==> src/mpf_macros.svh <==
// ======================================================================
// Field widths and FIFO sizing shared by the request shim and its bench
// Both request headers must share MPF_HDR_W so one union covers channel 1
// ======================================================================

`ifndef MPF_MACROS_SVH
`define MPF_MACROS_SVH

// Memory request header fields
`define MPF_ADDR_W      16
`define MPF_MDATA_W     8
`define MPF_HDR_W       (`MPF_ADDR_W + `MPF_MDATA_W)

// Write payload carried on channel 1
`define MPF_DATA_W      32

// Interrupt vector width in the channel 1 interrupt reading
`define MPF_IRQ_W       8

// Almost-full asserts once free slots drop to this count or fewer
`define MPF_THRESHOLD   4

// Four slots beyond the threshold keep streaming possible below it
`define MPF_N_ENTRIES   (`MPF_THRESHOLD + 4)

`endif

==> src/mpf_pkg.sv <==
// ======================================================================
// Channel 1 header types for the request shim
// Both readings are exactly MPF_HDR_W bits wide and share the tag field
// ======================================================================

`include "mpf_macros.svh"

package mpf_pkg;

    // Write reading of the channel 1 header
    // Address sits on top, tag in the low byte, like channel 0
    typedef struct packed {
        logic [`MPF_ADDR_W-1:0]  addr;
        logic [`MPF_MDATA_W-1:0] mdata;
    } wr_hdr_t;

    // Interrupt reading of the same word
    // The vector takes the top byte and the middle bits are reserved
    typedef struct packed {
        logic [`MPF_IRQ_W-1:0]                           vector;
        logic [`MPF_HDR_W-`MPF_IRQ_W-`MPF_MDATA_W-1:0]   rsvd;
        logic [`MPF_MDATA_W-1:0]                         mdata;
    } irq_hdr_t;

    // ==================================================================
    // One header word, two decodings
    // ==================================================================

    // The valid bit that travels with the header selects the reading
    // A write uses wr, an interrupt uses irq
    typedef union packed {
        wr_hdr_t  wr;
        irq_hdr_t irq;
    } c1_hdr_u;

endpackage

==> src/mpf_buffer_lockstep.sv <==
// ======================================================================
// Holds channel 0 and channel 1 requests in one FIFO entry
// Both channels leave together, so the consumer must take both or none
// ======================================================================

`timescale 1ns/1ps

`include "mpf_macros.svh"

module mpf_buffer_lockstep import mpf_pkg::*; (
    input  logic                   clk,
    input  logic                   rst_n,

    // Accelerator side, unbuffered
    input  logic [`MPF_HDR_W-1:0]  c0_tx_hdr,
    input  logic                   c0_tx_rd_valid,
    input  c1_hdr_u                c1_tx_hdr,
    input  logic [`MPF_DATA_W-1:0] c1_tx_data,
    input  logic                   c1_tx_wr_valid,
    input  logic                   c1_tx_ir_valid,
    output logic                   tx_alm_full,

    // Head of the buffer toward the issue stage
    output logic [`MPF_HDR_W-1:0]  head_c0_hdr,
    output logic                   head_c0_rd_valid,
    output c1_hdr_u                head_c1_hdr,
    output logic [`MPF_DATA_W-1:0] head_c1_data,
    output logic                   head_c1_wr_valid,
    output logic                   head_c1_ir_valid,
    output logic                   head_not_empty,

    // One strobe moves both channels out of the buffer
    input  logic                   deq_tx
);

    // ==================================================================
    // Entry layout, channel 0 above channel 1
    // ==================================================================

    localparam int C0TX_BITS = `MPF_HDR_W + 1;
    localparam int C1TX_BITS = `MPF_HDR_W + `MPF_DATA_W + 2;
    localparam int TX_BITS   = C0TX_BITS + C1TX_BITS;

    logic               enq_en;
    logic [TX_BITS-1:0] enq_data;
    logic [TX_BITS-1:0] first;

    // Raw valid bits of the head, meaningless while the FIFO is empty
    logic first_rd_valid;
    logic first_wr_valid;
    logic first_ir_valid;

    // Any request on either channel takes a slot for the pair
    assign enq_en = c0_tx_rd_valid || c1_tx_wr_valid || c1_tx_ir_valid;

    // Field order here must match the split of first below
    assign enq_data = {c0_tx_hdr, c0_tx_rd_valid,
                       c1_tx_hdr, c1_tx_data, c1_tx_wr_valid, c1_tx_ir_valid};

    assign {head_c0_hdr, first_rd_valid,
            head_c1_hdr, head_c1_data, first_wr_valid, first_ir_valid} = first;

    assign head_c0_rd_valid = first_rd_valid && head_not_empty;
    assign head_c1_wr_valid = first_wr_valid && head_not_empty;
    assign head_c1_ir_valid = first_ir_valid && head_not_empty;

    mpf_fifo_lutram #(
        .N_DATA_BITS (TX_BITS),
        .N_ENTRIES   (`MPF_N_ENTRIES),
        .THRESHOLD   (`MPF_THRESHOLD)
    ) fifo0 (
        .clk         (clk),
        .rst_n       (rst_n),
        .enq_data    (enq_data),
        .enq_en      (enq_en),
        .first       (first),
        .deq_en      (deq_tx),
        .not_empty   (head_not_empty),
        .almost_full (tx_alm_full)
    );

endmodule

==> src/mpf_fifo_lutram.sv <==
// ======================================================================
// Circular FIFO with combinational head and registered almost-full
// Enqueue into a full FIFO or dequeue from an empty one is not blocked
// ======================================================================

`timescale 1ns/1ps

`include "mpf_macros.svh"

module mpf_fifo_lutram #(
    parameter int N_DATA_BITS = 32,
    parameter int N_ENTRIES   = `MPF_N_ENTRIES,
    parameter int THRESHOLD   = `MPF_THRESHOLD
) (
    input  logic                   clk,
    input  logic                   rst_n,

    input  logic [N_DATA_BITS-1:0] enq_data,
    input  logic                   enq_en,

    // Head of the queue, valid while not_empty is high
    output logic [N_DATA_BITS-1:0] first,
    input  logic                   deq_en,
    output logic                   not_empty,

    // Level, high when THRESHOLD or fewer slots are free
    output logic                   almost_full
);

    localparam int PTR_W = (N_ENTRIES > 1) ? $clog2(N_ENTRIES) : 1;
    localparam int CNT_W = $clog2(N_ENTRIES + 1);

    // Occupancy at which free slots reach the threshold
    localparam logic [CNT_W-1:0] AF_LEVEL = CNT_W'(N_ENTRIES - THRESHOLD);
    localparam logic [PTR_W-1:0] LAST_PTR = PTR_W'(N_ENTRIES - 1);

    logic [N_DATA_BITS-1:0] mem [N_ENTRIES];

    logic [PTR_W-1:0] wr_ptr;
    logic [PTR_W-1:0] rd_ptr;
    logic [CNT_W-1:0] count;
    logic [CNT_W-1:0] count_next;

    // Head is read straight out of storage so an entry written at one
    // edge is visible right after it
    assign first     = mem[rd_ptr];
    assign not_empty = (count != '0);

    always_comb begin
        case ({enq_en, deq_en})
            2'b10:   count_next = count + CNT_W'(1);
            2'b01:   count_next = count - CNT_W'(1);
            default: count_next = count;
        endcase
    end

    // Storage holds payload only
    always_ff @(posedge clk) begin
        if (enq_en) begin
            mem[wr_ptr] <= enq_data;
        end
    end

    // Pointers wrap explicitly so the depth need not be a power of two
    always_ff @(posedge clk or negedge rst_n) begin
        if (!rst_n) begin
            wr_ptr      <= '0;
            rd_ptr      <= '0;
            count       <= '0;
            almost_full <= 1'b0;
        end else begin
            if (enq_en) begin
                wr_ptr <= (wr_ptr == LAST_PTR) ? '0 : wr_ptr + PTR_W'(1);
            end
            if (deq_en) begin
                rd_ptr <= (rd_ptr == LAST_PTR) ? '0 : rd_ptr + PTR_W'(1);
            end
            count       <= count_next;
            // Registered from the occupancy this edge leaves behind
            almost_full <= (count_next >= AF_LEVEL);
        end
    end

endmodule

==> src/mpf_issue.sv <==
// ======================================================================
// Issue stage from the buffer head onto registered memory request ports
// Vector output is only meaningful while mem_c1_ir_valid is high
// ======================================================================

`timescale 1ns/1ps

`include "mpf_macros.svh"

module mpf_issue import mpf_pkg::*; (
    input  logic                   clk,
    input  logic                   rst_n,

    // Head of the lock-step buffer
    input  logic [`MPF_HDR_W-1:0]  head_c0_hdr,
    input  logic                   head_c0_rd_valid,
    input  c1_hdr_u                head_c1_hdr,
    input  logic [`MPF_DATA_W-1:0] head_c1_data,
    input  logic                   head_c1_wr_valid,
    input  logic                   head_c1_ir_valid,
    input  logic                   head_not_empty,

    // Back-pressure level from the memory side
    input  logic                   mem_alm_full,

    // Dequeue strobe back to the buffer
    output logic                   deq_tx,

    // Memory side request ports, all registered
    output logic [`MPF_HDR_W-1:0]  mem_c0_hdr,
    output logic                   mem_c0_rd_valid,
    output c1_hdr_u                mem_c1_hdr,
    output logic [`MPF_DATA_W-1:0] mem_c1_data,
    output logic                   mem_c1_wr_valid,
    output logic                   mem_c1_ir_valid,
    output logic [`MPF_IRQ_W-1:0]  mem_irq_vector
);

    logic [`MPF_IRQ_W-1:0] irq_vector;

    // ==================================================================
    // Dequeue control
    // ==================================================================

    // Take the head whenever there is one and memory can accept it
    assign deq_tx = head_not_empty && !mem_alm_full;

    // Interrupt entries are read through the interrupt view of the header
    // while writes produce a zero vector
    assign irq_vector = head_c1_ir_valid ? head_c1_hdr.irq.vector : '0;

    // ==================================================================
    // Output registers
    // ==================================================================

    // Valid bits drop in every cycle without a dequeue
    always_ff @(posedge clk or negedge rst_n) begin
        if (!rst_n) begin
            mem_c0_rd_valid <= 1'b0;
            mem_c1_wr_valid <= 1'b0;
            mem_c1_ir_valid <= 1'b0;
        end else begin
            mem_c0_rd_valid <= deq_tx && head_c0_rd_valid;
            mem_c1_wr_valid <= deq_tx && head_c1_wr_valid;
            mem_c1_ir_valid <= deq_tx && head_c1_ir_valid;
        end
    end

    // Payload follows the head only on a dequeue and holds otherwise
    always_ff @(posedge clk) begin
        if (deq_tx) begin
            mem_c0_hdr     <= head_c0_hdr;
            mem_c1_hdr     <= head_c1_hdr;
            mem_c1_data    <= head_c1_data;
            mem_irq_vector <= irq_vector;
        end
    end

endmodule

==> src/mpf_shim_top.sv <==
// ======================================================================
// Request-side shim, lock-step buffer followed by the issue stage
// Accelerator must stop within MPF_THRESHOLD cycles of tx_alm_full
// ======================================================================

`timescale 1ns/1ps

`include "mpf_macros.svh"

module mpf_shim_top import mpf_pkg::*; (
    input  logic                   clk,
    input  logic                   rst_n,

    // Accelerator side
    input  logic [`MPF_HDR_W-1:0]  c0_tx_hdr,
    input  logic                   c0_tx_rd_valid,
    input  c1_hdr_u                c1_tx_hdr,
    input  logic [`MPF_DATA_W-1:0] c1_tx_data,
    input  logic                   c1_tx_wr_valid,
    input  logic                   c1_tx_ir_valid,
    output logic                   tx_alm_full,

    // Memory side
    output logic [`MPF_HDR_W-1:0]  mem_c0_hdr,
    output logic                   mem_c0_rd_valid,
    output c1_hdr_u                mem_c1_hdr,
    output logic [`MPF_DATA_W-1:0] mem_c1_data,
    output logic                   mem_c1_wr_valid,
    output logic                   mem_c1_ir_valid,
    output logic [`MPF_IRQ_W-1:0]  mem_irq_vector,
    input  logic                   mem_alm_full
);

    // Buffer head toward the issue stage
    logic [`MPF_HDR_W-1:0]  head_c0_hdr;
    logic                   head_c0_rd_valid;
    c1_hdr_u                head_c1_hdr;
    logic [`MPF_DATA_W-1:0] head_c1_data;
    logic                   head_c1_wr_valid;
    logic                   head_c1_ir_valid;
    logic                   head_not_empty;
    logic                   deq_tx;

    mpf_buffer_lockstep buf0 (
        .clk              (clk),
        .rst_n            (rst_n),
        .c0_tx_hdr        (c0_tx_hdr),
        .c0_tx_rd_valid   (c0_tx_rd_valid),
        .c1_tx_hdr        (c1_tx_hdr),
        .c1_tx_data       (c1_tx_data),
        .c1_tx_wr_valid   (c1_tx_wr_valid),
        .c1_tx_ir_valid   (c1_tx_ir_valid),
        .tx_alm_full      (tx_alm_full),
        .head_c0_hdr      (head_c0_hdr),
        .head_c0_rd_valid (head_c0_rd_valid),
        .head_c1_hdr      (head_c1_hdr),
        .head_c1_data     (head_c1_data),
        .head_c1_wr_valid (head_c1_wr_valid),
        .head_c1_ir_valid (head_c1_ir_valid),
        .head_not_empty   (head_not_empty),
        .deq_tx           (deq_tx)
    );

    // Two edges from accelerator input to memory output without stalls
    mpf_issue issue0 (
        .clk              (clk),
        .rst_n            (rst_n),
        .head_c0_hdr      (head_c0_hdr),
        .head_c0_rd_valid (head_c0_rd_valid),
        .head_c1_hdr      (head_c1_hdr),
        .head_c1_data     (head_c1_data),
        .head_c1_wr_valid (head_c1_wr_valid),
        .head_c1_ir_valid (head_c1_ir_valid),
        .head_not_empty   (head_not_empty),
        .mem_alm_full     (mem_alm_full),
        .deq_tx           (deq_tx),
        .mem_c0_hdr       (mem_c0_hdr),
        .mem_c0_rd_valid  (mem_c0_rd_valid),
        .mem_c1_hdr       (mem_c1_hdr),
        .mem_c1_data      (mem_c1_data),
        .mem_c1_wr_valid  (mem_c1_wr_valid),
        .mem_c1_ir_valid  (mem_c1_ir_valid),
        .mem_irq_vector   (mem_irq_vector)
    );

endmodule

==> config.mk <==
export PLATFORM = sky130hd
export DESIGN_NAME = mpf_shim_top
export DESIGN_NICKNAME = d
export VERILOG_FILES = /design/src/mpf_pkg.sv /design/src/mpf_buffer_lockstep.sv /design/src/mpf_fifo_lutram.sv /design/src/mpf_issue.sv /design/src/mpf_shim_top.sv
export VERILOG_INCLUDE_DIRS = /design/src /design/src/src
export SDC_FILE = /design/constraint.sdc
export NUM_CORES = 1
export LEC_CHECK = 0
export BUFFER_PORTS_ARGS = -buffer_cell sky130_fd_sc_hd__buf_4
export CAP_MARGIN = 20
export CORE_MARGIN = 4
export CORE_UTILIZATION = 54
export DETAILED_ROUTE_END_ITERATION = 10
export GPL_TIMING_DRIVEN = 0
export HOLD_SLACK_MARGIN = 0.12
export PLACE_DENSITY = 0.77
export SLEW_MARGIN = 20
export SYNTH_ARGS = -nofsm -noshare
export SYNTH_HDL_FRONTEND = slang
export SYNTH_SLANG_ARGS = --single-unit
==> constraint.sdc <==
create_clock -name clk -period 8.3 [get_ports clk]
set_input_delay 0.83 -clock clk [delete_from_list [all_inputs] [get_ports clk]]
set_output_delay 0.83 -clock clk [all_outputs]
set_load 0.01 [all_outputs]
Yosys cells after proc, flatten, opt, wreduce, memory -nomap -nowiden
Memory sizes are Yosys's and may differ from the RTL's.
Cells that the tools add are included.
{"block": "totals", "ramBits": 664, "word_cells": 37, "ff_bits": 102, "latch_bits": 0, "mem_bits_ro": 0, "n_memories": 1}
{"name": "buf0.fifo0.mem", "words": 8, "word_bits": 83, "rd": 1, "rd_clocked_by_memory_dff": 0, "write_ports": 1, "line": "mpf_fifo_lutram.sv:37", "rtl": "logic [N_DATA_BITS-1:0] mem [N_ENTRIES];"}
{"block": "classes", "n_eq_ne": 4, "add_sub_neg": 4, "mul": 0, "bitwise": 0, "div": 0, "order_cmp": 1, "muxes": 5, "shifts": 0, "reduce_logical": 11}
{"op": "case mux 4 bit (2 select lines)", "n": 1}
{"op": "logical AND 1 bit", "n": 7}
{"op": "adder 3 x 1 -> 3 bit, second input constant", "n": 2}
{"op": "== test 3 bit, second input constant", "n": 2}
{"op": "two-way mux 3 bit", "n": 2}
{"op": "adder 4 x 1 -> 4 bit, second input constant", "n": 1}
{"op": "greater-or-equal comparator 4 x 3 -> 1 bit, second input constant", "n": 1}
{"op": "nonzero test 4 bit", "n": 1}
{"op": "subtractor 4 x 1 -> 4 bit, second input constant", "n": 1}
{"op": "== test 2 x 1 -> 1 bit, second input constant", "n": 1}
{"op": "== test 2 bit, second input constant", "n": 1}
{"op": "logical OR 1 bit", "n": 2}
{"op": "two-way mux 1 bit", "n": 2}
{"op": "zero test 1 bit", "n": 1}

Logic depth before layout (Yosys ltp)
{"block": "depth", "depth_word": 5, "depth_mapped": 11, "mapped_depth_nobuf": 10}

Hierarchy
A second synthesis with hierarchy kept.
{"block": "unflattened", "cells_unflattened": 1127, "area_unflattened_um2": 28378.5}
{"module": "mpf_fifo_lutram", "instances": 1, "seq_area_each_um2": 20214.4, "area_per_inst_um2": 25543.2, "cells_per_inst": 1020}
{"module": "mpf_issue", "instances": 1, "seq_area_each_um2": 2717.6, "area_per_inst_um2": 2810.2, "cells_per_inst": 103}
{"module": "mpf_buffer_lockstep", "instances": 1, "seq_area_each_um2": 0.0, "area_per_inst_um2": 25.0, "cells_per_inst": 4}

Least setup slack after synthesis
OpenSTA, ideal clock, no wires.
{"block": "synth_path", "kind": "input-to-reg", "start": "input c1_tx_wr_valid", "end": "memory buf0.fifo0.mem[0][0] (netlist name), enable pin", "slack_ps": -1184, "t_required_ps": 7572, "arrival_ps": 8756, "path_stages": 2, "cell_sequence": "nor3_2 > nor4_1"}
{"block": "synth_via", "elab_chain_len": 4}
{"element": "start, declared", "line": "mpf_shim_top.sv:19", "rtl": "input logic c1_tx_wr_valid,"}
{"element": "logical OR 1 bit (2 in a row)", "line": "mpf_buffer_lockstep.sv:54", "rtl": "assign enq_en = c0_tx_rd_valid || c1_tx_wr_valid || c1_tx_ir_valid;"}
{"element": "two-way mux 1 bit", "line": "mpf_fifo_lutram.sv:59", "rtl": "if (enq_en) begin"}
{"element": "two-way mux 1 bit (not written as such)", "line": "mpf_fifo_lutram.sv:60", "rtl": "mem[wr_ptr] <= enq_data;"}
{"element": "end, declared", "line": "mpf_fifo_lutram.sv:37"}
Every way passes these cells.

==> summary.md <==
* layout-stage area growth over the synthesis result: 19.6%
* instance count after placement with tap cells included: 2079
* clock insertion delay at the later pin of the skew report: 600 ps
* area used by sequential logic in the layout: 22900 µm²
* biggest area contributors in the synthesized netlist: sky130_fd_sc_hd__edfxtp_1 (79%), sky130_fd_sc_hd__mux4_2 (13%), sky130_fd_sc_hd__mux2_2 (3.3%)
* gate count of the mapped netlist: 1150
* worst setup margin: 5010 ps
* setup TNS after final layout: 0 ps
* proportion of synthesized chip area in sequential cells: 80.6%
* worst hold path type: in2reg
* share of flip-flops with an asynchronous set or reset after synthesis: 1.83%
* pin count of the biggest net entering global routing: 57
* launching element type of the critical path: flip-flop
* post-DP HPWL: 37400 µm
* pin slew with the least headroom to its limit: 983 ps
* I/O pin cnt: 178
* proportion of layout cells with a drive suffix above 1: 41.8%
* top cell type's share of synthesized area: 79.4%
* DR WL/cell: 26.5 µm
* Setup-failing EPs final: 0
* final-report hold violation count: 0
* final antenna-violating net count: 0
* clock-pin transition on the worst setup and hold timing paths: 60 ps
* top_reg_cell synth: sky130_fd_sc_hd__edfxtp_1
* post-synthesis net count: 1243
* Overflow after GRT: 0
* arrival time worst endpoint: 3730 ps
* core region area: 51700 µm²
* final cell count without fillers: 2215
* power per cell area: 384 nW/µm²
* Placer Congestion: 0.727
* post-CTS setup repair buffer count: 0
* Total Wirelength: 58700 µm
* maximum resistive drop on vdd: 0.000163 V
* Post-route DRC: 0
* pre-CTS WS: 4940 ps
* die width: 237 µm
* Rows: 83
* number of warning messages in the yosys log: 0
* detailed-routing iteration count for the pre-antenna-repair pass: 5
* Setup Crit Path Kind: reg2reg
* period utilisation layout: 39.6%
* via count of the first global-routing pass: 13700
* Clock Skews: 26.0 ps
* TritonCTS clock tree: done
* unrepaired setup endpoints after global routing: false
* Post-Syn Area per Cell: 24.7 µm²
* # fillers: 3205
* largest area contributor in the synthesized netlist: sky130_fd_sc_hd__edfxtp_1
* worst hold stages: 1
* endpoint type of the worst setup path: flip-flop
* worst min-delay path endpoint: buf0.fifo0.mem[3][55]
* worst reg-to-reg path cell count: 11
* Total Routing Usage GR: 21.1%
* outcome: finished, final reports clean
* floorplan die height: 237 µm
* CP Buf/Inv Count: 2
* cell with the largest stage delay on the worst path: sky130_fd_sc_hd__dfrtp_1
* cell chain of the critical path: nor4_1, or2_2, clkbuf_1, inv_6, ha_1, xor2_1, ha_1, a21oi_1, mux2i_1, xnor2_1, nand4b_1
* initial cell density of the core: 55.0%
* largest stage delay on the critical path: 460 ps
* number of buffers added on ports: 177
* required time at the endpoint of the critical path: 8750 ps
* register-to-register setup slack: 5010 ps
* startpoint of the tightest hold check path: c1_tx_hdr[21]
* most common library cell in the layout ignoring fill and taps: sky130_fd_sc_hd__edfxtp_1
* Maximum Capacitance Violations: 0
* post-layout power: 0.0131 W
* Top delay family on crit path: simple AND/OR/NAND/NOR gates
* via density per instance: 5.92
* post-synth cell types: 33
* root buffer cell: sky130_fd_sc_hd__clkbuf_16
* worst slew margin relative to its limit: 34.1%
* cell repeated most along the worst path: sky130_fd_sc_hd__ha_1
* multi-input logic area: 5250 µm²
* area of the mapped netlist: 28400 µm²
* number of flops mapped to enable cells by yosys: 752
* flip-flop and latch count after synthesis: 766
* antenna violations before repair: 4
* final period demand of the worst path: 3290 ps
* H-tree depth: 3
* total CTS buffers: 73
* max-slew violation total from the final report: 0
* area of the die: 56400 µm²
* highest net fanout along the worst path: 36
* leakage: 11.4 nW
* upper clock frequency limit: 304 MHz
* global-route wire length before repair: 88300 µm
* First DRT Iteration DRCs: 1256
* leading cell types in the layout, fill and taps excluded: sky130_fd_sc_hd__edfxtp_1 (752), sky130_fd_sc_hd__buf_4 (210), sky130_fd_sc_hd__mux4_2 (166), sky130_fd_sc_hd__mux2_2 (83), sky130_fd_sc_hd__clkbuf_16 (77)
* total number of vias: 13100
* count of clock tree sinks: 766
* reg2reg end: buf0.fifo0.almost_full
* net count reported at finish: 1568
* CTS max path bufs: 3
-- through the flow --
step	hold slack [ps]	instance area (µm²)	utilization, %
CTS	422	34000	65.8
finish	464	34000	65.8
floorplan	506	28400	-
detailed placement	552	31500	61.0
global route	441	34000	65.8
global placement	541	30600	59.2
-- final cells by class --
type                            instances  share of cell area [%]
Antenna cell                            3                  0.0221
Buffer                                 51                   0.909
Clock buffer                           91                    5.82
Clock inverter                         41                    1.42
Inverter                                1                  0.0257
Multi-Input combinational cell        332                    15.4
Sequential cell                       766                    67.4
Tap cell                              680                    2.50
Timing Repair Buffer                  250                    6.44
-- routing by layer --
layer	vias to the layer above	share of wire, %	track usage, %
met4	4	2.1	6.44
li1	5556	-	-
met5	-	0.036	0
met3	92	7.2	4.17
met1	6941	38	28.1
met2	518	52	36.0
-- registers in the layout, indices dropped and copies added (netlist names), named ones only --
signal / cells
buf0.fifo0.almost_full: 1
buf0.fifo0.count: 3
buf0.fifo0.mem: 664
buf0.fifo0.rd_ptr: 3
buf0.fifo0.wr_ptr: 3
issue0.mem_c0_hdr: 24
issue0.mem_c0_rd_valid: 1
issue0.mem_c1_data: 32
issue0.mem_c1_hdr: 24
issue0.mem_c1_ir_valid: 1
issue0.mem_c1_wr_valid: 1
issue0.mem_irq_vector: 8
-- power breakdown --
group	leakage (nW)	switching [W]	internal, W
sequential	7.11	0.000308	0.00551
combinational	3.06	0.00198	0.00188
clock	1.20	0.00136	0.00204
-- what timing repair did --
item | CTS | global route
endpoints found under the setup margin | 0 | 0
endpoints found under the hold margin | 14 | 0
hold buffers | 1 | 0
resized for setup | 0 | 0
-- logic make-up after synthesis --
family | after synthesis | synth area share, %
compound gates | 16 | 0.356
xor+xnor | 3 | 0.0924
fa+ha+maj | 7 | 0.308
buf+inv | 52 | 1.10
flops | 766 | 80.6
mux | 253 | 16.6
simple gates | 53 | 0.941
-- Yosys cell counts (all sizes together), types with 3 or more instances --
cell type,instances
mux2,83
nor2,7
dfrtp,14
clkbuf,19
ha,7
nor3,7
o22ai,8
o21ai,3
edfxtp,752
mux2i,4
nand2b,6
nand2,21
buf,32
mux4,166
-- how the worst max path moves through the flow --
stage                               from                     end  slack (ps)  cells past startpoint
final                          flip-flop  buf0.fifo0.almost_full        5010                     11
after global routing           flip-flop  buf0.fifo0.almost_full        4700                     11
after CTS                      flip-flop  buf0.fifo0.almost_full        5010                     11
after detailed placement    mem_alm_full  buf0.fifo0.almost_full        4940                     11
after global placement    c1_tx_ir_valid   buf0.fifo0.mem[4][14]       -4990                      3
after floorplan           c1_tx_wr_valid    buf0.fifo0.mem[1][0]         940                      3
No activity file was read; power rests on OpenSTA's default activity.
